**src/main_defs.svh**
```systemverilog
`ifndef MAIN_DEFS_SVH
`define MAIN_DEFS_SVH

// board type codes
`define MAIN_HW_NINJAKUN 2'd0
`define MAIN_HW_RAIDERS5 2'd2

// shared RAM is 2 KB, split into two banks by address bit 10
`define MAIN_SHMEM_AW 11

// CPU address map
`define MAIN_ROM_TOP 16'h7FFF
`define MAIN_IN_BASE 16'hA000
`define MAIN_SH_BASE 16'hE000

`endif

```
**src/main_bus_pkg.sv**
```systemverilog
`default_nettype none

package main_bus_pkg;

	typedef logic [15:0] cpu_addr_t;
	typedef logic [7:0] cpu_data_t;
	typedef logic [14:0] rom_addr_t;

	// one APB port, requester to completer
	typedef struct packed {
		logic psel;
		logic penable;
		logic pwrite;
		cpu_addr_t paddr;
		cpu_data_t pwdata;
	} apb_req_t;

	// completer back to requester
	typedef struct packed {
		cpu_data_t prdata;
		logic pready;
	} apb_rsp_t;

	// external bus owner FSM
	typedef enum logic [1:0] {
		idle,
		setup,
		access0,
		access1
	} mux_state_t;

endpackage

`default_nettype wire

```
**src/main_cpumux.sv**
```systemverilog
`default_nettype none
`timescale 1ns/10ps

module main_cpumux
	import main_bus_pkg::*;
(
	input  wire logic     mclk,
	input  wire logic     arst_n,
	input  wire apb_req_t req0,
	input  wire logic     sel0_ext,
	input  wire apb_req_t req1,
	input  wire logic     sel1_ext,
	output apb_req_t      ext_req,
	input  wire apb_rsp_t ext_rsp,
	output logic          done0,
	output logic          done1,
	output cpu_data_t     rdata
);

	mux_state_t state;
	mux_state_t state_nx;
	logic       last1;
	logic [1:0] done_q;
	logic       want0;
	logic       want1;
	logic       pick1;
	logic       granting;
	logic       finishing;
	apb_req_t   hold;

	// a cpu that finishes this cycle is not asking again yet
	assign want0 = req0.psel & sel0_ext & ~done_q[0];
	assign want1 = req1.psel & sel1_ext & ~done_q[1];
	assign pick1 = want1 & (~want0 | ~last1);

	assign granting = (state == idle) && (want0 || want1);
	assign finishing = (state == access0 || state == access1) && ext_rsp.pready;

	always_comb begin
		state_nx = state;
		case (state)
			idle: if (want0 || want1) state_nx = setup;
			setup: state_nx = last1 ? access1 : access0;
			default: if (ext_rsp.pready) state_nx = idle;
		endcase
	end

	always_ff @(posedge mclk or negedge arst_n) begin
		if (!arst_n) begin
			state <= idle;
			last1 <= 1'b1;
			done_q <= 2'b00;
		end else begin
			state <= state_nx;
			done_q <= 2'b00;
			if (granting)
				last1 <= pick1;
			if (finishing)
				done_q[last1] <= 1'b1;
		end
	end

	always_ff @(posedge mclk) begin
		if (granting)
			hold <= pick1 ? req1 : req0;
		if (finishing)
			rdata <= ext_rsp.prdata;
	end

	always_comb begin
		ext_req = hold;
		ext_req.psel = (state != idle);
		ext_req.penable = (state == access0) || (state == access1);
	end

	assign done0 = done_q[0];
	assign done1 = done_q[1];

	a_ext_hold: assert property (@(posedge mclk) disable iff (!arst_n)
		(ext_req.penable && !ext_rsp.pready) |=> $stable(ext_req))
		else $fatal(1, "[ERROR] ext_req changed while waiting, ext_req=%h", ext_req);

	a_one_done: assert property (@(posedge mclk) disable iff (!arst_n) !(done0 && done1))
		else $fatal(1, "[ERROR] done0 and done1 both high, done=%h", done_q);

endmodule

`default_nettype wire

```
**config.mk**
```make
export PLATFORM = sky130hd
export DESIGN_NAME = main_cpumux
export DESIGN_NICKNAME = d
export VERILOG_FILES = /design/src/main_defs.svh /design/src/main_bus_pkg.sv /design/src/main_cpumux.sv
export SDC_FILE = /design/constraint.sdc
export NUM_CORES = 1
export LEC_CHECK = 0
export BUFFER_PORTS_ARGS = -buffer_cell sky130_fd_sc_hd__buf_2
export CAP_MARGIN = 20
export CORE_MARGIN = 3
export CORE_UTILIZATION = 45
export DETAILED_ROUTE_END_ITERATION = 12
export HOLD_SLACK_MARGIN = 0.02
export PLACE_DENSITY_LB_ADDON = 0.1
export SYNTH_ARGS = -nofsm -noshare
export SYNTH_HDL_FRONTEND = slang
export SYNTH_SLANG_ARGS = --single-unit
```
**constraint.sdc**
```tcl
create_clock -name mclk -period 4.9 [get_ports mclk]
set_input_delay 0.98 -clock mclk [delete_from_list [all_inputs] [get_ports mclk]]
set_output_delay 0.98 -clock mclk [all_outputs]
set_load 0.005 [all_outputs]
```
* Word level (Yosys, flattened, before mapping)
Cells that the tools add are included.
Word-level totals: bits in read-only memories 0, register bits after elaboration 38, memories kept 0, input port bits 67, RAM bits 0, latch bits 0
Operators by class: div/mod/pow operators 0, muxes and demuxes 8, shift-type cells 0, equal/unequal tests 4, reductions and logical operators 9, order comparisons 2, add/subtract/negate cells 0, bitwise operators 10, multipliers 0
Operators by type and width (number):
- two-way mux 25 bit | 1
- two-way mux 2 bit | 3
- AND 1 bit | 5
- == test 2 bit, second input constant | 2
- NOT 1 bit | 4
- one-hot mux 2 bit (2 select lines) | 1
- logical AND 1 bit | 3
- nonzero test 3 bit | 1
- == test 2 x 1 -> 1 bit, second input constant | 1
- logical NOT 2 bit | 1
- logical OR 1 bit | 2
- < comparator 1 x 2 -> 1 bit, second input constant | 1
- two-way mux 1 bit | 2
- != test 2 x 1 -> 1 bit, second input constant | 1
- AND reduction 2 bit | 1
- nonzero test 2 bit | 1
- demux 1 bit (select 1 bit) | 1
- >= comparator 1 bit, second input constant | 1
- bitwise OR 1 bit | 1

* Longest topological paths before layout
depth after elaboration 6, gate-level depth with buffers 5

* Worst setup path after synthesis
OpenSTA, ideal clock, no wires.
kind input -> register, start point input sel1_ext, end point register hold, in the netlist ext_req[0], enable pin, library setup time 0.384 ns, stages 2, arrival 1.822 ns, slack 2.694 ns, data required time 4.516 ns, cell sequence and3b_1 > o21a_1
Between the ends: longest elaborated chain between the ends 4
RTL lines:
- start, declared | RTL line main_cpumux.sv:12 | input wire logic sel1_ext,
- AND 1 bit (2 in a row) | RTL line main_cpumux.sv:33 | assign want1 = req1.psel & sel1_ext & ~done_q[1];
- logical OR 1 bit | RTL line main_cpumux.sv:36 | assign granting = (state == idle) && (want0 || want1);
- logical AND 1 bit | RTL line main_cpumux.sv:36
- net granting | RTL line main_cpumux.sv:27 | logic granting;
- end signal, assigned | RTL line main_cpumux.sv:65 | hold <= pick1 ? req1 : req0;
- end, declared | RTL line main_cpumux.sv:29 | apb_req_t hold;
The timed path passes the listed nets, and every way through them passes these cells. A chain may end at the register's enable or synchronous reset.

* Worst setup path after layout
start point input sel1_ext, end point register hold, in the netlist ext_req[23] (data pin)
Between the ends: longest elaborated chain between the ends 4
RTL lines:
- AND 1 bit (2 in a row) | RTL line main_cpumux.sv:33
- AND 1 bit | RTL line main_cpumux.sv:34 | assign pick1 = want1 & (~want0 | ~last1);
- two-way mux 25 bit | RTL line main_cpumux.sv:65
Every way passes these cells.

==> run metrics <==
Final setup viols 0; largest fanout on the critical path 14; worst reg2reg setup slack ~2.8 ns; Clk pwr share about a fifth; die height 66.1 µm; Peak VDD IR approximately 0.31 mV; Post-Synth Adder-Cell Area 0%; crit path kind in2reg; I/O Buffers slightly above 100; Synth cell types 20; DP Worst Slack 2.05 ns; TritonCTS clock tree done; leakage power 1.07 nW; XOR/XNOR Fraction of Synth Area 0%; R2R Path Start done_q[0]$_DFF_PN0_; wire per inst ~13 µm; Gate power share between 20% and 30%; Initial Util about 48%; Final Wtd Congestion around 0.74; CP Launch Type primary input; Synthesis Warnings 0; final WL approximately 3.1 mm; mux contribution to synthesized area between 20% and 30%; Crit-path slowest cell a21bo_1; latest clock arrival within the worst-skew pair 0.33 ns; IO Pins ~100; Final Worst Setup Slack 2.42 ns; Sw Share a little over a quarter; GRT Total Usage about 14%; setup TNS 0 ns; area grow syn2layout 36.3%; GRT overflow 0; number of synthesized register bits 38; min Tclk post-route 2.48 ns; Layout Utilization approximately two thirds; area of the die roughly 4400 µm²; CP required approximately 5 ns; HP Class in2async; CTS root buf clkbuf_4; CTS Buffer Depth 2; DP Wirelength approximately 2.4 mm; Worst-path clk slew approximately 0.10 ns; Worst Skew ~0.005 ns; RSZ-0062 raised after global routing no; layout net count roughly 260; cts hold-fix bufs 0; worst reg-to-reg path cell count 4; wire length of the first global-routing pass 4.70 mm; antenna violations before repair 0; standard-cell rows 21; critical path endpoint category flip-flop; Simple-Gate Fraction of Synth Area 3.15%; Fillers 270; Post-route DRC 0; fraction of layout cells with a size suffix above 1 a little under three quarters; Mean Syn Cell Area 19.8 µm²; status finished, final reports clean; P_sw roughly 0.23 mW; Post-Syn Area between 1500 and 2000 µm²; die width between 60 and 70 µm; area fraction in compound gates after synthesis 2.38%; largest family of logic cells by synthesized area multiplexers; vias in the first global route about 1,100; htree depth 2; TritonRoute pass-1 iters 2; commonest non-fill, non-tap cell in the layout buf_2; CP peak stage delay ~0.55 ns; largest net degree at the start of global routing 27; Seq/Total Area, Yosys ~69%; crit path launch sel1_ext; crit path DAT 2.56 ns; RR Endpoint ext_req[23]$_DFFE_PP_; Slew @ Worst Pin 0.570 ns; DR iter-0 viols 17; Post-Synthesis Cells about 80; vias per cell approximately 4.5; Max Cap Viol 0; PD cells just under 400 nW/µm²; CTS buffer count 5; fin. max-slew vios 0; Resized cells post-CTS 0; remaining antenna violation count 0; Sequential Power Share ~55%; critical-path cell list buf_2 > and3b_1 > a21bo_1 > buf_4 > mux2_2; Syn Nets 149; max_slew headroom 62.0%; Peak Freq 404 MHz; Final Hold Vio Count 0; post-CTS setup buffers 0; # diodes 0; vias post-DR around 1,100; Tcrit/Tclk final between 50% and 60%; core region area 3420 µm²; Int Pwr roughly 0.63 mW; CTS sink cnt 38; commonest non-fill, non-tap cells in the layout 101 x buf_2, 33 x edfxtp_1, 20 x mux2_4
cell usage after synthesis:
library cell | n | share of area (%)
a21bo_1 | 1 | 0.62
a21oi_1 | 1 | 0.31
a311o_1 | 1 | 0.62
a31oi_1 | 1 | 0.38
and2_1 | 1 | 0.38
and3_1 | 1 | 0.38
and3b_1 | 2 | 1.1
buf_12 | 2 | 2.5
buf_6 | 1 | 0.69
clkbuf_1 | 1 | 0.23
dfrtp_1 | 4 | 6.2
dfstp_2 | 1 | 1.6
edfxtp_1 | 33 | 61
inv_1 | 2 | 0.46
mux2_2 | 5 | 3.5
mux2_4 | 20 | 18
nor2_1 | 2 | 0.46
nor2b_1 | 1 | 0.38
nor3b_1 | 1 | 0.46
o21a_1 | 1 | 0.46
registers in the layout (all words and copies together) (netlist names):
register	flops
done_q	2
ext_req	25
last1	1
rdata	8
state	2
area by class of cell:
cell class                 count  area (µm²)  area share (%)
clock buffer                   7        55.1            2.48
clock inverter                 1        5.00           0.226
inverter                       2        7.51           0.339
multi-input combinational     38         447            20.1
sequential                    38        1120            50.4
tap                           46        57.6            2.60
timing repair buffer         103         528            23.8
per-layer routing:
layer	track usage (%)	up-vias	wire length, µm
met5	0	-	0
met4	3.81	0	24
met3	6.46	4	375
met2	24.8	59	1560
met1	16.2	481	1140
li1	-	522	-
worst max-delay path: cells and delay by family:
kind / cells / cell delay (ns)
simple gates: 1 / 0.19
mux: 1 / 0.37
buf+inv: 2 / 0.47
compound gates: 1 / 0.55
how the worst max path moves through the flow:
stage	endpoint	slack, ns	cells past startpoint
finish	ext_req[23]$_DFFE_PP_	2.42	5
global route	ext_req[23]$_DFFE_PP_	2.34	5
CTS	ext_req[21]$_DFFE_PP_	2.43	5
detailed placement	ext_req[21]$_DFFE_PP_	2.05	5
global placement	ext_req[23]$_DFFE_PP_	2.04	5
floorplan	ext_req[0]$_DFFE_PP_	2.69	2
metrics by stage:
stage	hold slack [ns]	instance area, µm²	power (mW)	std cells
after global routing	0.418	2220	0.911	235
after floorplan	0.498	1630	0.603	82
after CTS	0.429	2200	0.863	234
after detailed placement	0.519	2140	0.698	226
final	0.444	2220	0.856	235
after global placement	0.510	2140	0.688	226
kinds of logic (layout without fill, tap and decap cells):
| group | after synthesis | count (layout) |
|---|---|---|
| flip-flops | 38 | 38 |
| buffers and inverters | 6 | 113 |
| multiplexers | 25 | 25 |
| AO/OA/AOI/OAI | 5 | 5 |
| AND/OR/NAND/NOR | 8 | 8 |
power by group through the flow:
stage	combinational [mW]	sequential [mW]	clock (mW)
finish	0.225	0.467	0.165
global route	0.249	0.474	0.187
CTS	0.223	0.469	0.171
detailed placement	0.222	0.476	0
global placement	0.216	0.472	0
floorplan	0.123	0.480	0
Power figures use the tool's default switching activity.
