===== src/main_defs.svh =====
`ifndef MAIN_DEFS_SVH
`define MAIN_DEFS_SVH

// board type codes
`define MAIN_HW_NINJAKUN 2'd0
`define MAIN_HW_RAIDERS5 2'd2

// shared RAM is 2 KB, split into two banks by address bit 10
`define MAIN_SHMEM_AW 11

// CPU address map
`define MAIN_ROM_TOP 16'h7FFF
`define MAIN_IN_BASE 16'hA000
`define MAIN_SH_BASE 16'hE000

`endif


===== src/main_bus_pkg.sv =====
`default_nettype none

package main_bus_pkg;

	typedef logic [15:0] cpu_addr_t;
	typedef logic [7:0] cpu_data_t;
	typedef logic [14:0] rom_addr_t;

	// one APB port, requester to completer
	typedef struct packed {
		logic psel;
		logic penable;
		logic pwrite;
		cpu_addr_t paddr;
		cpu_data_t pwdata;
	} apb_req_t;

	// completer back to requester
	typedef struct packed {
		cpu_data_t prdata;
		logic pready;
	} apb_rsp_t;

	// external bus owner FSM
	typedef enum logic [1:0] {
		idle,
		setup,
		access0,
		access1
	} mux_state_t;

endpackage

`default_nettype wire


===== src/main_io_pkg.sv =====
`default_nettype none

package main_io_pkg;

	typedef logic [1:0] hw_type_t;

	// control panel byte, active low
	typedef logic [7:0] panel_t;

	// screen flip / lock bits, written from data bits 7:6
	typedef logic [1:0] flip_t;

	// exactly one region per access
	typedef struct packed {
		logic rom;
		logic inp;
		logic shm;
		logic ext;
	} region_sel_t;

endpackage

`default_nettype wire


===== src/main_adec.sv =====
`default_nettype none
`timescale 1ns/10ps

`include "main_defs.svh"

module main_adec
	import main_bus_pkg::*, main_io_pkg::*;
(
	input  wire logic        mclk,
	input  wire logic        cpu0_psel,
	input  wire logic        cpu1_psel,
	input  wire cpu_addr_t   cpu0_addr,
	input  wire cpu_addr_t   cpu1_addr,
	output region_sel_t      sel0,
	output region_sel_t      sel1
);

	localparam cpu_addr_t rom_top = `MAIN_ROM_TOP;
	localparam cpu_addr_t in_base = `MAIN_IN_BASE;
	localparam cpu_addr_t sh_base = `MAIN_SH_BASE;

	function automatic region_sel_t decode(input cpu_addr_t addr);
		region_sel_t sel;
		sel = '0;
		if (addr <= rom_top) begin
			sel.rom = 1'b1;
		end else if (addr[15:2] == in_base[15:2]) begin
			// four input registers
			sel.inp = 1'b1;
		end else if (addr[15:`MAIN_SHMEM_AW] == sh_base[15:`MAIN_SHMEM_AW]) begin
			sel.shm = 1'b1;
		end else begin
			// everything else leaves the board
			sel.ext = 1'b1;
		end
		return sel;
	endfunction

	assign sel0 = decode(cpu0_addr);
	assign sel1 = decode(cpu1_addr);

	a_sel0_onehot: assert property (@(posedge mclk) cpu0_psel |-> $onehot(sel0))
		else $fatal(1, "[ERROR] sel0 not one-hot, sel0=%h addr=%h", sel0, cpu0_addr);

	a_sel1_onehot: assert property (@(posedge mclk) cpu1_psel |-> $onehot(sel1))
		else $fatal(1, "[ERROR] sel1 not one-hot, sel1=%h addr=%h", sel1, cpu1_addr);

endmodule

`default_nettype wire


===== config.mk =====
export PLATFORM = sky130hd
export DESIGN_NAME = main_adec
export DESIGN_NICKNAME = d
export VERILOG_FILES = /design/src/main_bus_pkg.sv /design/src/main_io_pkg.sv /design/src/main_adec.sv
export VERILOG_INCLUDE_DIRS = /design/src
export SDC_FILE = /design/constraint.sdc
export NUM_CORES = 1
export LEC_CHECK = 0
export ABC_AREA = 1
export ABC_CLOCK_PERIOD_IN_PS = 1300
export BUFFER_PORTS_ARGS = -buffer_cell sky130_fd_sc_hd__buf_2
export CAP_MARGIN = 25
export CORE_AREA = 2 2 39 41
export DETAILED_ROUTE_END_ITERATION = 16
export DIE_AREA = 0 0 41 43
export PLACE_DENSITY = 0.55
export SLEW_MARGIN = 20
export SYNTH_ARGS = -nofsm -noshare
export SYNTH_HDL_FRONTEND = slang
export SYNTH_SLANG_ARGS = --single-unit

===== constraint.sdc =====
create_clock -name vclk -period 1.3
set_input_delay 0.195 -clock vclk [all_inputs]
set_output_delay 0.195 -clock vclk [all_outputs]
set_load 0.05 [all_outputs]

# Word level (Yosys, flattened, before mapping)
# Cells that the tools add are included.
# Widths: inputs -> output; s select.
# totals
memories	0
ram_bits	0
in_bits	35
word_cells	18
out_inout_bits	8
reg_bits	0
latchBits	0
rom_bits	0
# op_classes
shift	0
n_eq_ne	4
n_lt_le_gt_ge	2
n_reduce_logical	0
n_mux	12
n_bitwise	0
n_mul	0
addsub	0
n_div	0
# op_table
op	count
$le 16x15->1 const B	2
$eq 14x14->1 const B	2
$eq 5x5->1 const B	2
$mux 1	8
$mux 3	2
$mux 2	2

# Depth between registers and ports, before layout
# Gate-level depths: netlist (run 1).
# logic_depth
ltp_word	4
mapped_depth	5
ltp_nobuf	5

# Worst setup path after synthesis (run 1)
# OpenSTA, ideal clock, no wires.
# synth_path
kind	in2out
startpoint	input port cpu1_addr[11]
endpoint	output port sel1[0] (netlist name)
slack_ns	-0.039
t_required_ns	1.105
arrival_ns	1.144
path_buffers	0
cell_stages	4
path_cell_list	inv_1 > nand3_1 > nor2_1 > a21oi_1
# synth_rtl
item	line_no	text
start: declaration	main_adec.sv:13	input wire cpu_addr_t cpu1_addr,
end: declaration	main_adec.sv:15	output region_sel_t sel1

==> results of run 1 <==
[cells by family after synthesis]
group           count (synthesis)
simple gates                   31
buf+inv                         7
compound gates                  3
[metal layers]
layer / GRT usage, % / up-vias
met1: 7.28 / 127
met4: 0 / 0
met3: 0 / 0
met2: 13.1 / 16
met5: 0 / -
li1: - / 195
[cell usage after synthesis]
cell	instances	area share [%]
nand3_1	2	6.0
nand2_1	10	22
and2_1	2	7.5
or2_0	1	3.7
nor2_1	16	36
a21oi_1	2	6.0
o21ai_0	1	3.0
inv_1	7	16
[worst min-delay path by stage]
stage                        from      end  slack [ps]  depth (start not counted)
finish              cpu1_addr[15]  sel1[3]         710                          3
global placement    cpu1_addr[15]  sel1[3]         710                          3
detailed placement  cpu1_addr[15]  sel1[3]         710                          3
floorplan           cpu0_addr[15]  sel0[0]         550                          2
CTS                 cpu1_addr[15]  sel1[3]         710                          3
global route        cpu1_addr[15]  sel1[3]         740                          3
[through the flow]
step	setup slack (ps)	setup TNS, ps
floorplan	-15.9	-15.9
global placement	67.9	0
detailed placement	56.4	0
CTS	55.0	0
global route	4.67	0
finish	69.6	0
[cell type report]
class,count,area (um^2)
inverters,7,26.3
multi-input cells,34,149
well taps,16,20.0
repair buffers,37,190
fillers,169,998
[critical path, stage by stage]
cell and delay, ps:
buf_2 90, nor2_1 130, nand2_1 70, nor2_1 150, and2_1 150, buf_2 250
[power by group]
part / internal (mW) / leakage (nW) / total (mW) / switching [mW]
clock network: 0 / 0 / 0 / 0
registers: 0 / 0 / 0 / 0
logic: 0.0461 / 0.247 / 0.105 / 0.0589
total: 0.0461 / 0.247 / 0.105 / 0.0589
==> results.sh, run 1 <==
export IMPL_outcome="completed"
export IMPL_clockBufferCount=0
export IMPL_initial_core_util_pct=12.1
export IMPL_ant_nets=0
export IMPL_synth_cell_type_count=8
export IMPL_hold_viol_final=0
export IMPL_drt_iter0_drc=2
export IMPL_io_pins=43
export IMPL_powerDensity_nw_per_um2=272
export IMPL_m1WireLength_um=229
export IMPL_route_met2_wl_um=267
export IMPL_layout_commonest_cell="buf_2"
export IMPL_peakVddDrop_uv=70.7
export IMPL_coreArea_um2=1380
export IMPL_cts_setup_buffers=0
export IMPL_synth_warnings=0
export IMPL_syn_to_final_growth_pct=130
export IMPL_synthCells=41
export IMPL_startpoint="cpu0_addr[12]"
export IMPL_timing_hold_ws_ps=712
export IMPL_critical_path_peak_fanout=2
export IMPL_dieArea_um2=1760
export IMPL_post_cts_resized=0
export IMPL_required_ps=1110
export IMPL_syn_area_um2=168
export IMPL_utilization_pct=27.8
export IMPL_fin_nets=115
export IMPL_grt_pass1_vias=278
export IMPL_layout_common_cells="buf_2, nor2_1, nand2_1"
export IMPL_wl_met3_um=58
export IMPL_firstDrtPassIters=2
export IMPL_total_power_mw=0.105
export IMPL_setup_viol=0
export IMPL_synth_mux_area_share_pct=0
export IMPL_hold_class="input port to output pin"
export IMPL_dpl_cell_area_um2=383
export IMPL_worstSetupEndpointType="output pin"
export IMPL_synth_area_per_cell_um2=4.09
export IMPL_maxCapViolCount=0
export IMPL_timing_worst_setup_path_type="input port to output pin"
export IMPL_dp_hpwl_um=541
export IMPL_drc=0
export IMPL_totalWireLength_um=555
export IMPL_wl_per_cell_um=5.90
export IMPL_die_w_um=41
export IMPL_slew_viol_final=0
export IMPL_die_h_um=43
export IMPL_finalNonFillerCells=94
export IMPL_fmax_mhz=813
export IMPL_dp_cells=94
export IMPL_hold_buffers=0
export IMPL_rsz0062_at_grt="false"
export IMPL_yosysSeqAreaShare_pct=0
export IMPL_top_layer="met3"
export IMPL_drive_above_1_share_pct=50.0
export IMPL_synth_top_family_by_area="simple AND/OR/NAND/NOR gates"
export IMPL_critPathLaunchType="input port"
export IMPL_vias=338
export IMPL_design_area_um2=385
export IMPL_n_antenna_cell=0
export IMPL_nFlopsAndLatches=0
export IMPL_p_leak_nw=0.247
export IMPL_core_rowCount=14
export IMPL_period_share_pct=94.6
export IMPL_period_minus_slack_ps=1230
export IMPL_port_buffers=36
export IMPL_routed_via_density=3.60
export IMPL_synth_xor_area_share_pct=0
export IMPL_grt_total_usage_pct=6.49
export IMPL_gr_total_overflow=0
export IMPL_synthSimpleGateAreaFrac_pct=75.4
export IMPL_crit_end="sel0[2]"
export IMPL_grt_max_degree=4
export IMPL_tightest_slew_ps=251
export IMPL_synth_fa_ha_area_share_pct=0
export IMPL_grt_pass1_wl_um=897
export IMPL_crit_arrival_ps=1040
export IMPL_gp_congestion=0.585
export IMPL_antenna_found_initial=0
export IMPL_syn_nets=76
export IMPL_synth_compound_area_share_pct=8.96
export IMPL_relSlewSlack_pct=83.4
export IMPL_seqCellArea_um2=0
No activity file was read; power rests on OpenSTA's default activity.
==> run 2, diff against run 1 <==
==> constraint.sdc (replaced) <==
create_clock -name vclk -period 1.3
set_input_delay 0.195 -clock vclk [all_inputs]
set_output_delay 0.195 -clock vclk [all_outputs]
set_load 0.005 [all_outputs]
==> run 2 against run 1 <==
- worst setup slack improved by 160 ps
- non-clock buffer count fell by 1
- routed wire length rose by 5.6%
- worst hold slack got worse by 76 ps
- count of clock-buffer cells in the layout did not move
- core utilization fell by 1.3 points
- first-iteration DRC count fell by 50%
- via count rose by 0.59%
- critical path type unchanged
- fmax rose by 15%
- die area did not move
==> results.sh, run 2 (synthesized netlist as in run 1, its figures left out) <==
export IMPL_outcome="completed"
export IMPL_route_met2_wl_um=284
export IMPL_critPathLaunchType="input port"
export IMPL_slowest_stage="or2_0"
export IMPL_post_cts_resized=0
export IMPL_wl_per_cell_um=6.30
export IMPL_total_power_mw=0.0752
export IMPL_relSlewSlack_pct=91.4
export IMPL_ant_nets=0
export IMPL_period_minus_slack_ps=1070
export IMPL_top_layer="met3"
export IMPL_design_area_um2=368
export IMPL_required_ps=1110
export IMPL_hold_buffers=0
export IMPL_slew_viol_final=0
export IMPL_hold_viol_final=0
export IMPL_gr_total_overflow=0
export IMPL_drive_above_1_share_pct=46.8
export IMPL_peakVddDrop_uv=44.8
export IMPL_firstDrtPassIters=3
export IMPL_grt_max_degree=4
export IMPL_finalSetupTns_ps=0
export IMPL_hold_class="input port to output pin"
export IMPL_period_share_pct=82.1
export IMPL_cts_setup_buffers=0
export IMPL_worstSetupEndpointType="output pin"
export IMPL_grt_pass1_wl_um=834
export IMPL_timing_hold_ws_ps=636
export IMPL_nFillCells=169
export IMPL_die_h_um=43
export IMPL_port_buffers=36
export IMPL_n_antenna_cell=0
export IMPL_syn_to_final_growth_pct=119
export IMPL_io_pins=43
export IMPL_max_stage_delay_ps=210
export IMPL_grt_total_usage_pct=6.19
export IMPL_wl_met3_um=88
export IMPL_m1WireLength_um=213
export IMPL_die_w_um=41
export IMPL_grt_pass1_vias=248
export IMPL_powerDensity_nw_per_um2=204
export IMPL_core_rowCount=14
export IMPL_tightest_slew_ps=128
export IMPL_setup_viol=0
export IMPL_clockBufferCount=0
export IMPL_coreArea_um2=1380
export IMPL_drt_iter0_drc=1
export IMPL_critical_path_peak_fanout=2
export IMPL_totalWireLength_um=586
export IMPL_layout_common_cells="buf_2, nor2_1, nand2_1"
export IMPL_rsz0062_at_grt="false"
export IMPL_layout_commonest_cell="buf_2"
export IMPL_vias=340
export IMPL_nFlopsAndLatches=0
export IMPL_fin_nets=114
export IMPL_dp_hpwl_um=577
export IMPL_dieArea_um2=1760
export IMPL_fmax_mhz=937
export IMPL_seqCellArea_um2=0
export IMPL_antenna_found_initial=0
export IMPL_utilization_pct=26.6
export IMPL_crit_top_cell="buf_2"
export IMPL_routed_via_density=3.66
export IMPL_path_cells="buf_2 > or2_0 > nor2_1 > and2_1 > buf_2"
export IMPL_maxCapViolCount=0
export IMPL_p_leak_nw=0.243
export IMPL_crit_arrival_ps=870
export IMPL_drc=0
export IMPL_multi_input_area_um2=141
export IMPL_timing_worst_setup_path_type="input port to output pin"
export IMPL_initial_core_util_pct=12.1
export IMPL_dpl_cell_area_um2=368
export IMPL_gp_congestion=0.584
-- run 2: cell count changes in the layout (fill, tap and decap cells not counted) --
cell and delta:
buf_2 +1, buf_4 -1, a21oi_1 +2, a21oi_2 -2, clkbuf_4 -1
-- run 2: stage by stage --
| stage | worst slack, ps | std cells |
|---|---|---|
| finish | 233 | 93 |
| CTS | 232 | 93 |
| global placement | 239 | 93 |
| floorplan | 457 | 41 |
| detailed placement | 238 | 93 |
| global route | 161 | 93 |
-- run 2: path summary, 6_finish.rpt --
| kind | start | endpoint | slack, ps | cells past startpoint |
|---|---|---|---|---|
| worst max-delay path | cpu0_addr[14] | sel0[2] | 230 | 5 |
| worst min-delay path | cpu1_addr[15] | sel1[3] | 640 | 3 |
-- run 2: worst max-delay path: cells and delay by family --
| kind | cells | cell delay [ps] |
|---|---|---|
| buffers and inverters | 2 | 200 |
| AND/OR/NAND/NOR | 3 | 470 |
-- run 2: power by group --
part           internal, mW  total, mW  switching [mW]  leakage (nW)
registers                 0          0               0             0
logic                0.0448     0.0752          0.0304         0.243
clock network             0          0               0             0
-- run 2: per-layer routing --
layer | track usage (%) | up-vias
li1 | - | 193
met1 | 6.65 | 124
met2 | 12.8 | 23
met3 | 0 | 0
met4 | 0 | 0
met5 | 0 | -
-- run 2: layout make-up --
class / count / area share, %
multi-input combinational: 34 / 38.4
tap: 16 / 5.44
inverter: 7 / 7.14
timing repair buffer: 36 / 49.0
==> run 3, diff against run 2 <==
ABC_AREA = 0   (was 1)
ABC_CLOCK_PERIOD_IN_PS = 1100   (was 1300)
PLACE_DENSITY = 0.52   (was 0.55)
clock period = 1.1 ns   (was 1.3 ns; I/O delays follow)
==> run 3 against run 2 <==
- the run now ends with negative setup slack left
- count of clock-buffer cells in the layout stayed put
- critical path depth fell by 1
- core utilization up 2.4 points
- global-route usage up 0.10 points
- design area is 9.2% higher
- routed wire length increased by 5.3%
- non-clock buffer count is 2 higher
- via count fell by 13%
- highest routed layer unchanged
==> results.sh, run 3 <==
export IMPL_synthCells=22
export IMPL_synth_area_leaders="or4b_4, nor3_2, inv_1"
export IMPL_multi_input_area_um2=153
export IMPL_grt_total_usage_pct=6.29
export IMPL_syn_to_final_growth_pct=192
export IMPL_gr_total_overflow=0
export IMPL_relSlewSlack_pct=83.3
export IMPL_slew_viol_final=0
export IMPL_synth_cell_type_count=9
export IMPL_initial_core_util_pct=9.95
export IMPL_tightest_slew_ps=248
export IMPL_dieArea_um2=1760
export IMPL_seqCellArea_um2=0
export IMPL_routed_via_density=3.88
export IMPL_required_ps=940
export IMPL_die_w_um=41
export IMPL_gp_congestion=0.561
export IMPL_dp_hpwl_um=517
export IMPL_crit_arrival_ps=1100
export IMPL_yosysTopAreaCell="or4b_4"
export IMPL_period_minus_slack_ps=1270
export IMPL_syn_area_um2=138
export IMPL_finalNonFillerCells=76
export IMPL_timing_worst_setup_path_type="input port to output pin"
export IMPL_timing_hold_ws_ps=543
export IMPL_layout_common_cells="buf_2, nor2_1, buf_6"
export IMPL_drive_above_1_share_pct=76.7
export IMPL_maxCapViolCount=0
export IMPL_syn_nets=57
export IMPL_die_h_um=43
export IMPL_io_pins=43
export IMPL_synth_warnings=0
export IMPL_critPathLaunchType="input port"
export IMPL_synth_top_cell_area_share_pct=20.0
export IMPL_cts_setup_buffers=0
export IMPL_nFlopsAndLatches=0
export IMPL_period_share_pct=115
export IMPL_grt_pass1_vias=246
export IMPL_antenna_found_initial=0
export IMPL_ant_nets=0
export IMPL_peakVddDrop_uv=57.2
export IMPL_outcome="complete, but fails checks"
export IMPL_n_antenna_cell=0
export IMPL_fin_nets=97
export IMPL_vias=295
export IMPL_clockBufferCount=0
export IMPL_firstDrtPassIters=2
export IMPL_worstSetupEndpointType="output pin"
export IMPL_totalWireLength_um=617
export IMPL_coreArea_um2=1380
export IMPL_dp_cells=76
export IMPL_grt_pass1_wl_um=855
export IMPL_hold_viol_final=0
export IMPL_setup_viol=6
export IMPL_hold_class="input port to output pin"
export IMPL_synthTopCellsByCount="inv_1, nor2_1"
export IMPL_drt_iter0_drc=5
export IMPL_rsz0062_at_grt="true"
export IMPL_synth_area_per_cell_um2=6.26
export IMPL_violations="negative setup slack"
export IMPL_finalSetupTns_ps=-704
export IMPL_core_rowCount=14
export IMPL_nFillCells=153
export IMPL_worst_slack_ps=-166
export IMPL_grt_max_degree=4
export IMPL_drc=0
export IMPL_port_buffers=36
export IMPL_wl_per_cell_um=8.12
export IMPL_fmax_mhz=790
export IMPL_layout_commonest_cell="buf_2"
export IMPL_p_leak_nw=0.213
export IMPL_critical_path_peak_fanout=3
export IMPL_yosysSeqAreaShare_pct=0
export IMPL_powerDensity_nw_per_um2=265
[run 3: cell count changes after synthesis, sizes merged, moves of 2 or more]
cell	change
a21oi	-2
and2	-2
nor3	+4
nor2	-12
a31oi	+2
o21a	+2
inv	-3
nand2	-10
nor4	+2
or4b	+2
[run 3: path summary, 6_finish.rpt]
path	to	from	slack, ps	depth (start not counted)
worst max-delay path	sel0[2]	cpu0_addr[11]	-170	4
worst min-delay path	sel1[3]	cpu1_addr[15]	540	3
[run 3: report_power, final]
group	leakage, nW	internal (mW)	total (mW)	switching (mW)
registers	0	0	0	0
clock network	0	0	0	0
logic	0.213	0.0659	0.106	0.0405
[run 3: per-stage QoR]
step | cell area [um^2] | power (mW) | utilization [%] | worst slack (ps)
floorplan | 138 | 0.0228 | - | 2.26
global placement | 353 | 0.0876 | 25.5 | -200
detailed placement | 353 | 0.0882 | 25.5 | -201
CTS | 378 | 0.0969 | 27.3 | -161
global route | 402 | 0.118 | 29.0 | -195
finish | 402 | 0.106 | 29.0 | -166
[run 3: cell type report]
type                       instances  share of cell area [%]
tap                               16                    4.98
inverter                           4                    3.74
multi-input combinational         18                    38.0
timing repair buffer              38                    53.3
[run 3: metal layers]
metal / vias to the layer above / part of all wire (%) / global-route usage (%)
li1: 158 / - / -
met1: 119 / 37 / 7.59
met2: 18 / 51 / 12.2
met3: 0 / 12 / 0
met4: 0 / 0 / 0
met5: - / 0 / 0
[run 3: cells by family after synthesis]
logic type             share of synthesized area [%]
AOI/OAI and AO/OA                               20.0
and+or+nand+nor                                 69.1
buffers and inverters                           10.9
[run 3: worst max-delay path: stages]
cell and delay (ps):
buf_6 90, or4b_4 540, nor3_2 180, buf_2 130
[run 3: timing repair]
| item | CTS | global route |
|---|---|---|
| resized for setup | 4 | 5 |
| gates cloned | 0 | 0 |
| setup endpoints to repair | 6 | 6 |
| hold endpoints to repair | 0 | 0 |
| pin swaps | 4 | 1 |
| hold buffers | 0 | 0 |
