`config.mk`:
```
export PLATFORM = sky130hd
export DESIGN_NAME = main_input
export DESIGN_NICKNAME = d
export VERILOG_FILES = /design/src/main_defs.svh /design/src/main_bus_pkg.sv /design/src/main_io_pkg.sv /design/src/main_input.sv
export SDC_FILE = /design/constraint.sdc
export NUM_CORES = 1
export LEC_CHECK = 0
export BUFFER_PORTS_ARGS = -buffer_cell sky130_fd_sc_hd__buf_2
export CELL_PAD_IN_SITES_DETAIL_PLACEMENT = 2
export CELL_PAD_IN_SITES_GLOBAL_PLACEMENT = 2
export CORE_ASPECT_RATIO = 1.1
export CORE_MARGIN = 2
export CORE_UTILIZATION = 12
export DETAILED_ROUTE_END_ITERATION = 16
export PLACE_DENSITY = 0.75
export SLEW_MARGIN = 40
export SYNTH_ARGS = -nofsm -noshare
export SYNTH_HDL_FRONTEND = slang
export SYNTH_SLANG_ARGS = --single-unit
export TNS_END_PERCENT = 30
```
`constraint.sdc`:
```
create_clock -name mclk -period 2.9 [get_ports mclk]
set_input_delay 0.87 -clock mclk [delete_from_list [all_inputs] [get_ports mclk]]
set_output_delay 0.87 -clock mclk [all_outputs]
set_load 0.05 [all_outputs]
```
`src/main_defs.svh`:
```
`ifndef MAIN_DEFS_SVH
`define MAIN_DEFS_SVH

// board type codes
`define MAIN_HW_NINJAKUN 2'd0
`define MAIN_HW_RAIDERS5 2'd2

// shared RAM is 2 KB, split into two banks by address bit 10
`define MAIN_SHMEM_AW 11

// CPU address map
`define MAIN_ROM_TOP 16'h7FFF
`define MAIN_IN_BASE 16'hA000
`define MAIN_SH_BASE 16'hE000

`endif

```
`src/main_bus_pkg.sv`:
```
`default_nettype none

package main_bus_pkg;

	typedef logic [15:0] cpu_addr_t;
	typedef logic [7:0] cpu_data_t;
	typedef logic [14:0] rom_addr_t;

	// one APB port, requester to completer
	typedef struct packed {
		logic psel;
		logic penable;
		logic pwrite;
		cpu_addr_t paddr;
		cpu_data_t pwdata;
	} apb_req_t;

	// completer back to requester
	typedef struct packed {
		cpu_data_t prdata;
		logic pready;
	} apb_rsp_t;

	// external bus owner FSM
	typedef enum logic [1:0] {
		idle,
		setup,
		access0,
		access1
	} mux_state_t;

endpackage

`default_nettype wire

```
`src/main_io_pkg.sv`:
```
`default_nettype none

package main_io_pkg;

	typedef logic [1:0] hw_type_t;

	// control panel byte, active low
	typedef logic [7:0] panel_t;

	// screen flip / lock bits, written from data bits 7:6
	typedef logic [1:0] flip_t;

	// exactly one region per access
	typedef struct packed {
		logic rom;
		logic inp;
		logic shm;
		logic ext;
	} region_sel_t;

endpackage

`default_nettype wire

```
`src/main_input.sv`:
```
`default_nettype none
`timescale 1ns/10ps

module main_input
	import main_bus_pkg::*, main_io_pkg::*;
(
	input  wire logic      mclk,
	input  wire logic      arst_n,
	input  wire hw_type_t  hw_type,
	input  wire panel_t    ctr1,
	input  wire panel_t    ctr2,
	input  wire panel_t    ctr3,
	input  wire logic      vblk,
	input  wire cpu_addr_t addr0,
	input  wire logic      wr0,
	input  wire cpu_data_t wdata0,
	input  wire cpu_addr_t addr1,
	input  wire logic      wr1,
	input  wire cpu_data_t wdata1,
	output cpu_data_t      inpd0,
	output cpu_data_t      inpd1
);

	flip_t      flip0;
	flip_t      flip1;
	logic [1:0] idx0;
	logic [1:0] idx1;

	always_ff @(posedge mclk or negedge arst_n) begin
		if (!arst_n) begin
			flip0 <= '0;
			flip1 <= '0;
		end else begin
			if (wr0)
				flip0 <= wdata0[7:6];
			if (wr1)
				flip1 <= wdata1[7:6];
		end
	end

	// later boards wire cpu 0 index bit 1 to A3
	assign idx0 = hw_type[1] ? {addr0[3], addr0[0]} : addr0[1:0];
	assign idx1 = addr1[1:0];

	function automatic cpu_data_t read_byte(input logic [1:0] idx, input flip_t flip);
		cpu_data_t d;
		case (idx)
			2'd0: d = ~ctr1;
			2'd1: d = ~ctr2;
			2'd2: d = ~ctr3;
			default: d = {flip, 5'b00000, vblk};
		endcase
		return d;
	endfunction

	assign inpd0 = read_byte(idx0, flip0);
	assign inpd1 = read_byte(idx1, flip1);

endmodule

`default_nettype wire

```
Word-level counts from Yosys, hierarchy flattened. Index checks and enable logic that the tools add are counted.

Add/sub/neg operators: 0. Eq/ne operators: 4. Order comparisons: 0. Mux-type cells: 3. Bitwise logic cells: 3. Multiply operators: 0. Reductions and logical operators: 2. Shift operators: 0. Div/mod/pow operators: 0.

Operators with widths (number): 8-bit case mux with 3 select lines (2); 8-bit NOT (3); 2-bit by 1-bit == test with 1-bit output, second input constant (2); 2-bit == test, second input constant (2); 2-bit logical NOT (2); 2-bit two-way mux (1).

Memories kept: 0. Memory bits (read-only): 0. Word-level logic and storage cells: 14. Input port bits: 79. Memory bits (writable): 0. Latch bits: 0. Flip-flop bits (word level): 4. Output and inout bits: 16.

Depth between registers and ports, before layout. Gate-level depths: netlist (run 1).

Depth in word-level cells: 3. Gate-level depth with buffers: 5. Depth with buffers taken out: 3.

Worst setup path before layout (run 1). Ideal clock, no wire load.

Kind: in2out. Start: input port addr1[0]. End: output port inpd1[0]. Path buffers: 2. Data arrival time: 2.414 ns. Path slack: -0.384 ns. Stages: 4. Required time: 2.030 ns. Cells stage by stage: clkbuf_1 > buf_2 > mux2_2 > mux2i_1.

Cells in the longest elaborated chain, start to end: 2. Elaborated cells on any way between the ends: 4. Those cells by class: eq/ne (2); mux (1); reduce/logical (1).

Ends and longest elaborated chain: from (decl) (RTL line main_input.sv:17) `input wire cpu_addr_t addr1,`; 2-bit == test (tied with other cells) (RTL line main_input.sv:47) `case (idx)`; 8-bit case mux with 3 select lines (*) (RTL line main_input.sv:47); to (decl) (RTL line main_input.sv:21) `output cpu_data_t inpd1`.

Mark *: on every way between the ends. The rest lies on a longest branch, timed or not.

Worst setup path in the final report (run 1).
Start: input port hw_type[1]. End: output port inpd0[6].

Cells in the longest elaborated chain, start to end: 3. Elaborated cells on any way between the ends: 5. Those cells by class: eq/ne (2); mux (2); reduce/logical (1).

Ends and longest elaborated chain: from (decl) (RTL line main_input.sv:9) `input wire hw_type_t hw_type,`; 2-bit two-way mux (*) (RTL line main_input.sv:42) `assign idx0 = hw_type[1] ? {addr0[3], addr0[0]} : addr0[1:0];`; 2-bit == test (tied with other cells) (RTL line main_input.sv:47); 8-bit case mux with 3 select lines (*) (RTL line main_input.sv:47); to (decl) (RTL line main_input.sv:20) `output cpu_data_t inpd0,`.

Marks and branches as above.

==> results of run 1 <==
==> routing by layer <==
layer / GRT usage [%] / vias up / part of all wire [%]
met3: 2.31 / 5 / 8.6
met1: 10.0 / 347 / 39
met4: 2.26 / 0 / 1.2
met2: 14.0 / 38 / 51
li1: - / 353 / -
met5: 0 / - / 0
==> Yosys cell counts <==
cell type and instances:
mux2_2 15, buf_2 1, o21ai_2 5, mux4_1 3
a21oi_1 3, buf_6 1, mux2i_1 3, o21ai_0 2
clkbuf_1 2, nand3b_1 5, nor2_1 3, inv_1 6
nand2_1 2, dfrtp_1 4, nand2b_1 1, o22ai_1 5
mux2i_2 1, buf_1 1
==> final cells by class <==
| class | instances | area, um^2 | share of cell area, % |
|---|---|---|---|
| Sequential cell | 4 | 100 | 9.10 |
| Multi-Input combinational cell | 48 | 473 | 43.0 |
| Timing Repair Buffer | 60 | 390 | 35.5 |
| Tap cell | 58 | 72.6 | 6.60 |
| Clock buffer | 3 | 41.3 | 3.75 |
| Inverter | 6 | 22.5 | 2.05 |
==> how the worst max path moves through the flow <==
stage,startpoint,endpoint,depth (start not counted),slack [ps]
final,hw_type[1],inpd0[6],6,-70
after global routing,hw_type[1],inpd0[5],7,-100
after CTS,hw_type[1],inpd0[3],7,-80
after detailed placement,hw_type[1],inpd0[3],7,-180
after global placement,hw_type[1],inpd0[7],6,-160
after floorplan,addr1[0],inpd1[1],3,-180
==> report_power, final <==
part | leakage, uW | switching (uW) | internal (uW)
clock network | 0.0000216 | 28.5 | 88.4
registers | 0.0000477 | 2.24 | 61.5
logic | 0.000464 | 144 | 104
total | 0.000533 | 175 | 254
==> logic make-up after synthesis <==
family                 share of synthesized area, %
AOI/OAI and AO/OA                              16.6
buffers and inverters                          8.28
DFF                                            16.6
muxes                                          48.2
and+or+nand+nor                                10.4
==> placed cells by master (no fill, tap or decap) <==
cell type and n:
buf_12 1, buf_4 5, mux2i_2 4, buf_6 8, clkbuf_8 3, mux2_2 12
mux2_4 3, nand2b_1 1, a21oi_1 3, clkbuf_4 1, buf_2 44, mux4_1 2
dfrtp_1 4, o22ai_1 5, inv_1 5, inv_2 1, o21ai_0 2, mux4_2 1
nand3b_1 5, buf_8 1, nand2_1 2, nor2_1 3, o21ai_2 5
==> worst max-delay path, stage by stage <==
cell and delay [ps]:
buf_6 70, mux2i_2 190, buf_4 180, mux4_1 550
inv_1 80, buf_6 150
==> metrics by stage <==
step,cells,setup TNS [ps]
2_1_floorplan,63,-2130
3_3_place_gp,175,-1230
3_5_place_dp,175,-1320
4_1_cts,179,-517
5_1_grt,179,-651
6_report,179,-396
==> state kept, by name, summed over array words and instances (netlist names) <==
| signal | flops |
|---|---|
| flip0 | 2 |
| flip1 | 2 |
==> repair_timing <==
action / in CTS / in global routing
endpoints found under the setup margin: 8 / 13
hold buffers: 0 / 0
pin swaps: 1 / 3
gates resized for setup: 21 / 3
setup buffers: 1 / 0
gates cloned: 0 / 0
==> metrics.txt, run 1 <==
I/O Pins=95; final setup violation count=8; fraction of post-synthesis cell area in the top cell type by area=28.0%; Critical Path RT=2030 ps; reg2reg setup slack=2140 ps; total number of vias=743; sequential area share after synthesis=16.6%; r2r startpoint=flip1[0]; period utilisation layout=102%; Mapped Area=604 um^2; DR WL/cell=13.1 um; Yosys reg bits=4; WHS=447 ps; Post-Syn Area per Cell=9.59 um^2; R2R depth=1; max-slew violations=0; Tmin final=2970 ps; cell area after layout=1100 um^2; syn_nets=142; antenna-violating nets left=0; crit path max fanout=4; Slew headroom=82.4%; TritonCTS Buffers=3; vias in the first global route=794; diodes inserted=0; FILL cells=585; Core Util, Final=22.3%; Total Routing Usage GR=8.21%; dpl ws=-185 ps; Crit Path Category=in2out; HPWL after DPL=1970 um; clk_lat worst skew=220 ps; Worst-path clk slew=30 ps; TritonCTS clock tree=done; P per Cell Area=390 nW/um^2; Peak VDD IR=0.0986 mV; HP Class=in2async; ratio of cells with drive above 1 in the final layout=73.6%; grt ovf=0; Max-Cap Viols=0; RSZ-0062 raised after global routing=yes; Yosys warning count=0; Final nets=202; Worst-Margin Slew=264 ps; Area after DPL=981 um^2; largest cells by area after synthesis=mux2_2 (28%), dfrtp_1 (17%), mux4_1 (13%); DRT Wirelength=2350 um; buffers added on ports=54; Initial DRT Pass Iterations=2; Clock Path Buffers=2; Max Clk Rate=337 MHz; WP data arrival=2100 ps; CP Capture Type=output port; Final Hold Fails=0; DRT iter0 DRCs=3; Unique masters post-synth=18; antenna violations before repair=0; H-tree depth=1; root buffer cell=clkbuf_8; Setup WS post-layout=-66.5 ps; post-synthesis instance total=63; area grow syn2layout=82.0%; TritonCTS Sinks=4; Site Rows=27; die width=71.7 um; die height=78.4 um; area leader, netlist=mux2_2; Startpoint Class=input pin; DRC Markers=0; DIE AREA=5620 um^2; core area=4930 um^2; Starting Density=12.3%; GPL Wtd Cong=0.694; Layout Skew=0 ps; failing checks=setup timing; r2r endpoint=flip1[0]; via/cell ratio=4.15; status=complete, but fails checks; largest net degree at the start of global routing=16; Power Total=428 uW; leakage power=0.000533 uW; global-route wire length before repair=3620 um
(Power assumes the default switching activity.)
==> inputs of run 2 (changes only) <==
==> constraint.sdc (replaced) <==
create_clock -name mclk -period 2.9 [get_ports mclk]
set_input_delay 0.58 -clock mclk [delete_from_list [all_inputs] [get_ports mclk]]
set_output_delay 0.58 -clock mclk [all_outputs]
set_load 0.05 [all_outputs]
==> metrics.txt, run 2 (synthesized netlist as in run 1, its figures left out) <==
biggest regs=flip0 x2, flip1 x2 (unchanged); cell repeated most along the worst path=buf_2 (was buf_6); antenna-violating nets left=0 (unchanged); slowest stage delay, CP=540 ps (was 550 ps); Buf/Inv on CP=4 (unchanged); Tmin final=2540 ps (was 2970 ps); clk_lat worst skew=210 ps (was 220 ps); area grow syn2layout=62.3% (was 82.0%); antenna violations before repair=0 (unchanged); total number of vias=709 (was 743); RSZ-0062 raised after global routing=no (was yes); Critical Path RT=2320 ps (was 2030 ps); Flop pwr share=16.3% (was 14.9%); switching pwr=164 uW (was 175 uW); Starting Density=12.3% (unchanged); Startpoint Class=input pin (unchanged); H-tree depth=1 (unchanged); DRT Wirelength=2280 um (was 2350 um); crit path max fanout=13 (was 4); TritonCTS Sinks=4 (unchanged); core area=4930 um^2 (unchanged); most frequent cells in the layout=buf_2 (54), mux2_2 (15), inv_1 (6) (was buf_2 (44), mux2_2 (12), buf_6 (8)); TritonCTS clock tree=done (unchanged); HP Class=in2async (unchanged); DRT iter0 DRCs=3 (unchanged); Combinational Power Share=54.4% (was 57.8%); Hold Buf Count CTS=0 (unchanged); TritonCTS Buffers=3 (unchanged); root buffer cell=clkbuf_8 (unchanged); post-CTS setup buffer count=0 (was 1); period utilisation layout=87.7% (was 102%); R2R depth=1 (unchanged); diodes inserted=0 (unchanged); Sw Share=42.1% (was 40.8%); Worst-Margin Slew=311 ps (was 264 ps); Peak VDD IR=0.202 mV (was 0.0986 mV); status=finished clean (was complete, but fails checks); P per Cell Area=398 nW/um^2 (was 390 nW/um^2); max-slew violations=0 (unchanged); WP data arrival=1960 ps (was 2100 ps); quantity of gates resized following cts=0 (was 21); Layout Skew=0 ps (unchanged); commonest non-fill, non-tap cell in the layout=buf_2 (unchanged); Max Clk Rate=393 MHz (was 337 MHz); Core Util, Final=19.9% (was 22.3%); largest net degree at the start of global routing=16 (unchanged); Initial DRT Pass Iterations=4 (was 2); r2r startpoint=flip1[0] (unchanged); Total Routing Usage GR=8.37% (was 8.21%); Max stage delay cell, worst path=mux4_1 (unchanged); crit path cell chain=buf_2 -> mux2i_2 -> buf_12 -> mux4_1 -> inv_1 -> buf_2 (was buf_6 -> mux2i_2 -> buf_4 -> mux4_1 -> inv_1 -> buf_6); grt ovf=0 (unchanged); Site Rows=27 (unchanged); Max-Cap Viols=0 (unchanged); GPL Wtd Cong=0.719 (was 0.694); Setup TNS Final=0 ps (was -396 ps); Slew headroom=79.3% (was 82.4%); vias in the first global route=744 (was 794); die height=78.4 um (unchanged); Final Hold Fails=0 (unchanged); via/cell ratio=4.07 (was 4.15); family with the most delay on the worst path=multiplexers (unchanged); reg2reg setup slack=2150 ps (was 2140 ps); internal power=226 uW (was 254 uW); CP Capture Type=output port (unchanged); HPWL after DPL=1990 um (was 1970 um); global-route wire length before repair=3700 um (was 3620 um); Worst-path clk slew=30 ps (about the same); I/O Pins=95 (unchanged); Final nets=197 (was 202); die width=71.7 um (unchanged); Clock Path Buffers=2 (unchanged); ratio of cells with drive above 1 in the final layout=68.1% (was 73.6%); DR WL/cell=13.1 um (about the same); DRC Markers=0 (unchanged); FF/Latch Area=100 um^2 (unchanged); area of the multi-input gates=454 um^2 (was 473 um^2); DIE AREA=5620 um^2 (unchanged); r2r endpoint=flip1[0] (unchanged); FILL cells=609 (was 585); final setup violation count=0 (was 8); Clk network pwr share=29.3% (was 27.3%); buffers added on ports=54 (unchanged); leakage power=0.000488 uW (was 0.000533 uW); Crit Path Category=in2out (unchanged)
## run 2: cell types whose count changed in the layout (fill, tap and decap cells not counted), sizes merged
cell / delta
buf: -4
clkbuf: -1
## run 2: metal layers
layer	global-route usage [%]	vias up	part of all wire (%)
li1	-	342	-
met4	2.83	0	0.48
met2	15.6	37	52
met3	1.28	2	8.5
met5	0	-	0
met1	9.46	328	39
## run 2: power groups by stage
| stage | Sequential [uW] | Clock (uW) | Combinational (uW) |
|---|---|---|---|
| 3_3_place_gp | 64.3 | 0 | 214 |
| 3_5_place_dp | 64.8 | 0 | 216 |
| 2_1_floorplan | 63.5 | 0 | 149 |
| 6_report | 63.7 | 114 | 212 |
| 5_1_grt | 64.6 | 124 | 229 |
| 4_1_cts | 64.1 | 120 | 217 |
## run 2: metrics by stage
stage	hold slack, ps	power (uW)	setup WS [ps]	cells	area (um^2)
after floorplan	284	213	196	63	604
after global placement	390	278	340	171	940
after detailed placement	391	281	326	171	940
after CTS	163	401	326	174	981
after global routing	166	418	269	174	981
final	166	391	355	174	981
## run 2: how the worst max path moves through the flow
stage | start | end | slack, ps | depth (start not counted)
floorplan | addr1[0] | inpd1[0] | 200 | 4
global placement | hw_type[1] | inpd0[7] | 340 | 6
detailed placement | hw_type[1] | inpd0[7] | 330 | 6
CTS | hw_type[1] | inpd0[7] | 330 | 6
global route | hw_type[1] | inpd0[6] | 270 | 6
finish | hw_type[1] | inpd0[6] | 360 | 6
## run 2: cell type report
cell class | count | area share [%]
Inverter | 6 | 2.30
Tap cell | 58 | 7.40
Timing Repair Buffer | 55 | 29.6
Multi-Input combinational cell | 48 | 46.3
Clock buffer | 3 | 4.21
Sequential cell | 4 | 10.2
==> inputs of run 3 (changes only) <==
--- a/config.mk
+++ b/config.mk
@@ -10,9 +10,9 @@
 export CELL_PAD_IN_SITES_GLOBAL_PLACEMENT = 2
 export CORE_ASPECT_RATIO = 1.1
 export CORE_MARGIN = 2
-export CORE_UTILIZATION = 12
+export CORE_UTILIZATION = 11
 export DETAILED_ROUTE_END_ITERATION = 16
-export PLACE_DENSITY = 0.75
+export PLACE_DENSITY = 0.73
 export SLEW_MARGIN = 40
 export SYNTH_ARGS = -nofsm -noshare
 export SYNTH_HDL_FRONTEND = slang
==> constraint.sdc (replaced) <==
create_clock -name mclk -period 2.1 [get_ports mclk]
set_input_delay 0.42 -clock mclk [delete_from_list [all_inputs] [get_ports mclk]]
set_output_delay 0.42 -clock mclk [all_outputs]
set_load 0.05 [all_outputs]
==> metrics.txt, run 3 (synthesized netlist as in run 1, its figures left out) <==
Final Hold Fails=0 (unchanged); TritonCTS Buffers=3 (unchanged); DRT iter0 DRCs=8 (was 3); DRT Wirelength=2470 um (was 2280 um); via/cell ratio=3.77 (was 4.07); Crit Path Category=in2out (unchanged); slowest stage delay, CP=530 ps (was 540 ps); Max Clk Rate=486 MHz; Crit path depth=6 (unchanged); Tmin final=2060 ps; Total Routing Usage GR=8.20% (was 8.37%); r2r startpoint=flip1[1] (was flip1[0]); WP data arrival=1640 ps (was 1960 ps); die height=81.7 um (was 78.4 um); ratio of cells with drive above 1 in the final layout=71.4% (was 68.1%); Peak VDD IR=0.154 mV (was 0.202 mV); Buf/Inv on CP=4 (unchanged); TritonCTS Sinks=4 (unchanged); P per Cell Area=526 nW/um^2 (was 398 nW/um^2); leakage power=0.000522 uW (was 0.000488 uW); crit path cell chain=buf_6 -> mux2i_2 -> buf_6 -> mux4_1 -> inv_1 -> buf_6 (was buf_2 -> mux2i_2 -> buf_12 -> mux4_1 -> inv_1 -> buf_2); CP Capture Point=inpd0[6] (unchanged); vias in the first global route=837 (was 744); largest net degree at the start of global routing=16 (unchanged); Startpoint Class=input pin (unchanged); Setup WS post-layout=40.8 ps (was 355 ps); Core Util, Final=20.9% (was 19.9%); final setup violation count=0 (unchanged); Slew headroom=76.8% (was 79.3%); r2r endpoint=flip1[1] (was flip1[0]); Hold Buf Count CTS=0 (unchanged); WHS=11.5 ps (was 166 ps); dpl ws=-90.7 ps (was 326 ps); Initial DRT Pass Iterations=2 (was 4); global-route wire length before repair=3850 um (was 3700 um); FILL cells=627 (was 609); met1 Use GR=8.67% (was 9.46%); die width=74.7 um (was 71.7 um); DR WL/cell=12.7 um (was 13.1 um); HPWL after DPL=2060 um (was 1990 um); grt ovf=0 (unchanged); antenna violations before repair=0 (unchanged); total number of vias=732 (was 709); FF/Latch Area=100 um^2 (unchanged); I/O Pins=95 (unchanged); most frequent cells in the layout=buf_2 (45), mux2_2 (14), buf_6 (9) (was buf_2 (54), mux2_2 (15), inv_1 (6)); R2R depth=1 (unchanged); HP Class=in2async (unchanged); area of the multi-input gates=477 um^2 (was 454 um^2); Max-Cap Viols=0 (unchanged); antenna-violating nets left=0 (unchanged); Final nets=200 (was 197); RSZ-0062 raised after global routing=yes (was no); diodes inserted=0 (unchanged); TritonCTS clock tree=done (unchanged); met3 Track Usage GR=1.72% (was 1.28%); cell repeated most along the worst path=buf_6 (was buf_2); GPL Wtd Cong=0.676 (was 0.719); Max stage delay cell, worst path=mux4_1 (unchanged); max-slew violations=0 (unchanged); area grow syn2layout=83.9% (was 62.3%); GRT met2 Usage=16.6% (was 15.6%); DIE AREA=6100 um^2 (was 5620 um^2); crit path max fanout=4 (was 13); root buffer cell=clkbuf_8 (unchanged); buffers added on ports=54 (unchanged); Worst-path clk slew=30 ps (about the same); reg2reg setup slack=1340 ps (was 2150 ps); family with the most delay on the worst path=multiplexers (unchanged); commonest non-fill, non-tap cell in the layout=buf_2 (unchanged); core area=5330 um^2 (was 4930 um^2); Site Rows=28 (was 27); status=finished clean (unchanged); clk_lat worst skew=210 ps (about the same); worst setup path startpoint=hw_type[1] (unchanged); period utilisation layout=98.1%; biggest regs=flip0 x2, flip1 x2 (unchanged); DRC Markers=0 (unchanged); Worst-Margin Slew=349 ps (was 311 ps); Clock Path Buffers=2 (unchanged); Starting Density=11.3% (was 12.3%); Most Used Layer, Global Route=met2 (unchanged); Critical Path RT=1680 ps (was 2320 ps); CP Capture Type=output port (unchanged); H-tree depth=1 (unchanged); Layout Skew=0 ps (unchanged)
-- run 3: cell count changes in the layout (fill, tap and decap cells not counted), sizes merged --
cell	change
buf	+3
-- run 3: cell type report --
class                      instances  area share (%)
multi-input combinational         48            42.9
tap                               75            8.45
clock buffer                       3            3.72
inverter                           6            2.03
timing repair buffer              58            33.9
sequential                         4            9.01
-- run 3: what timing repair did --
action	in CTS	in global routing
setup buffers	1	0
resized for setup	18	3
endpoints found under the setup margin	8	7
pin swaps	1	1
-- run 3: metrics by stage --
| stage | instances | total power, uW | area [um^2] | TNS, ps |
|---|---|---|---|---|
| finish | 194 | 584 | 1110 | 0 |
| global route | 194 | 618 | 1110 | -117 |
| CTS | 194 | 589 | 1100 | 0 |
| detailed placement | 190 | 398 | 987 | -607 |
| global placement | 190 | 392 | 987 | -458 |
| floorplan | 63 | 299 | 616 | -682 |
-- run 3: worst min path at each step --
| stage | from | end | slack [ps] | depth (start not counted) |
|---|---|---|---|---|
| 2_1_floorplan | arst_n | flip0[0] | 120 | 0 |
| 5_1_grt | arst_n | flip0[0] | 10 | 1 |
| 3_5_place_dp | arst_n | flip1[1] | 240 | 1 |
| 4_1_cts | arst_n | flip1[1] | 10 | 1 |
| 3_3_place_gp | arst_n | flip1[1] | 230 | 1 |
| 6_report | arst_n | flip0[1] | 10 | 1 |
-- run 3: per-layer routing --
metal / vias to the layer above / share of wire, % / wire length [um]
li1: 350 / - / -
met3: 0 / 8.1 / 201
met5: - / 0 / 0
met2: 41 / 54 / 1330
met4: 0 / 0 / 0
met1: 341 / 38 / 942
-- run 3: where the power goes --
part	switching, uW	total, uW	internal, uW
clock network	34.6	156	122
registers	3.10	88.0	84.9
logic	201	340	139
total	239	584	345
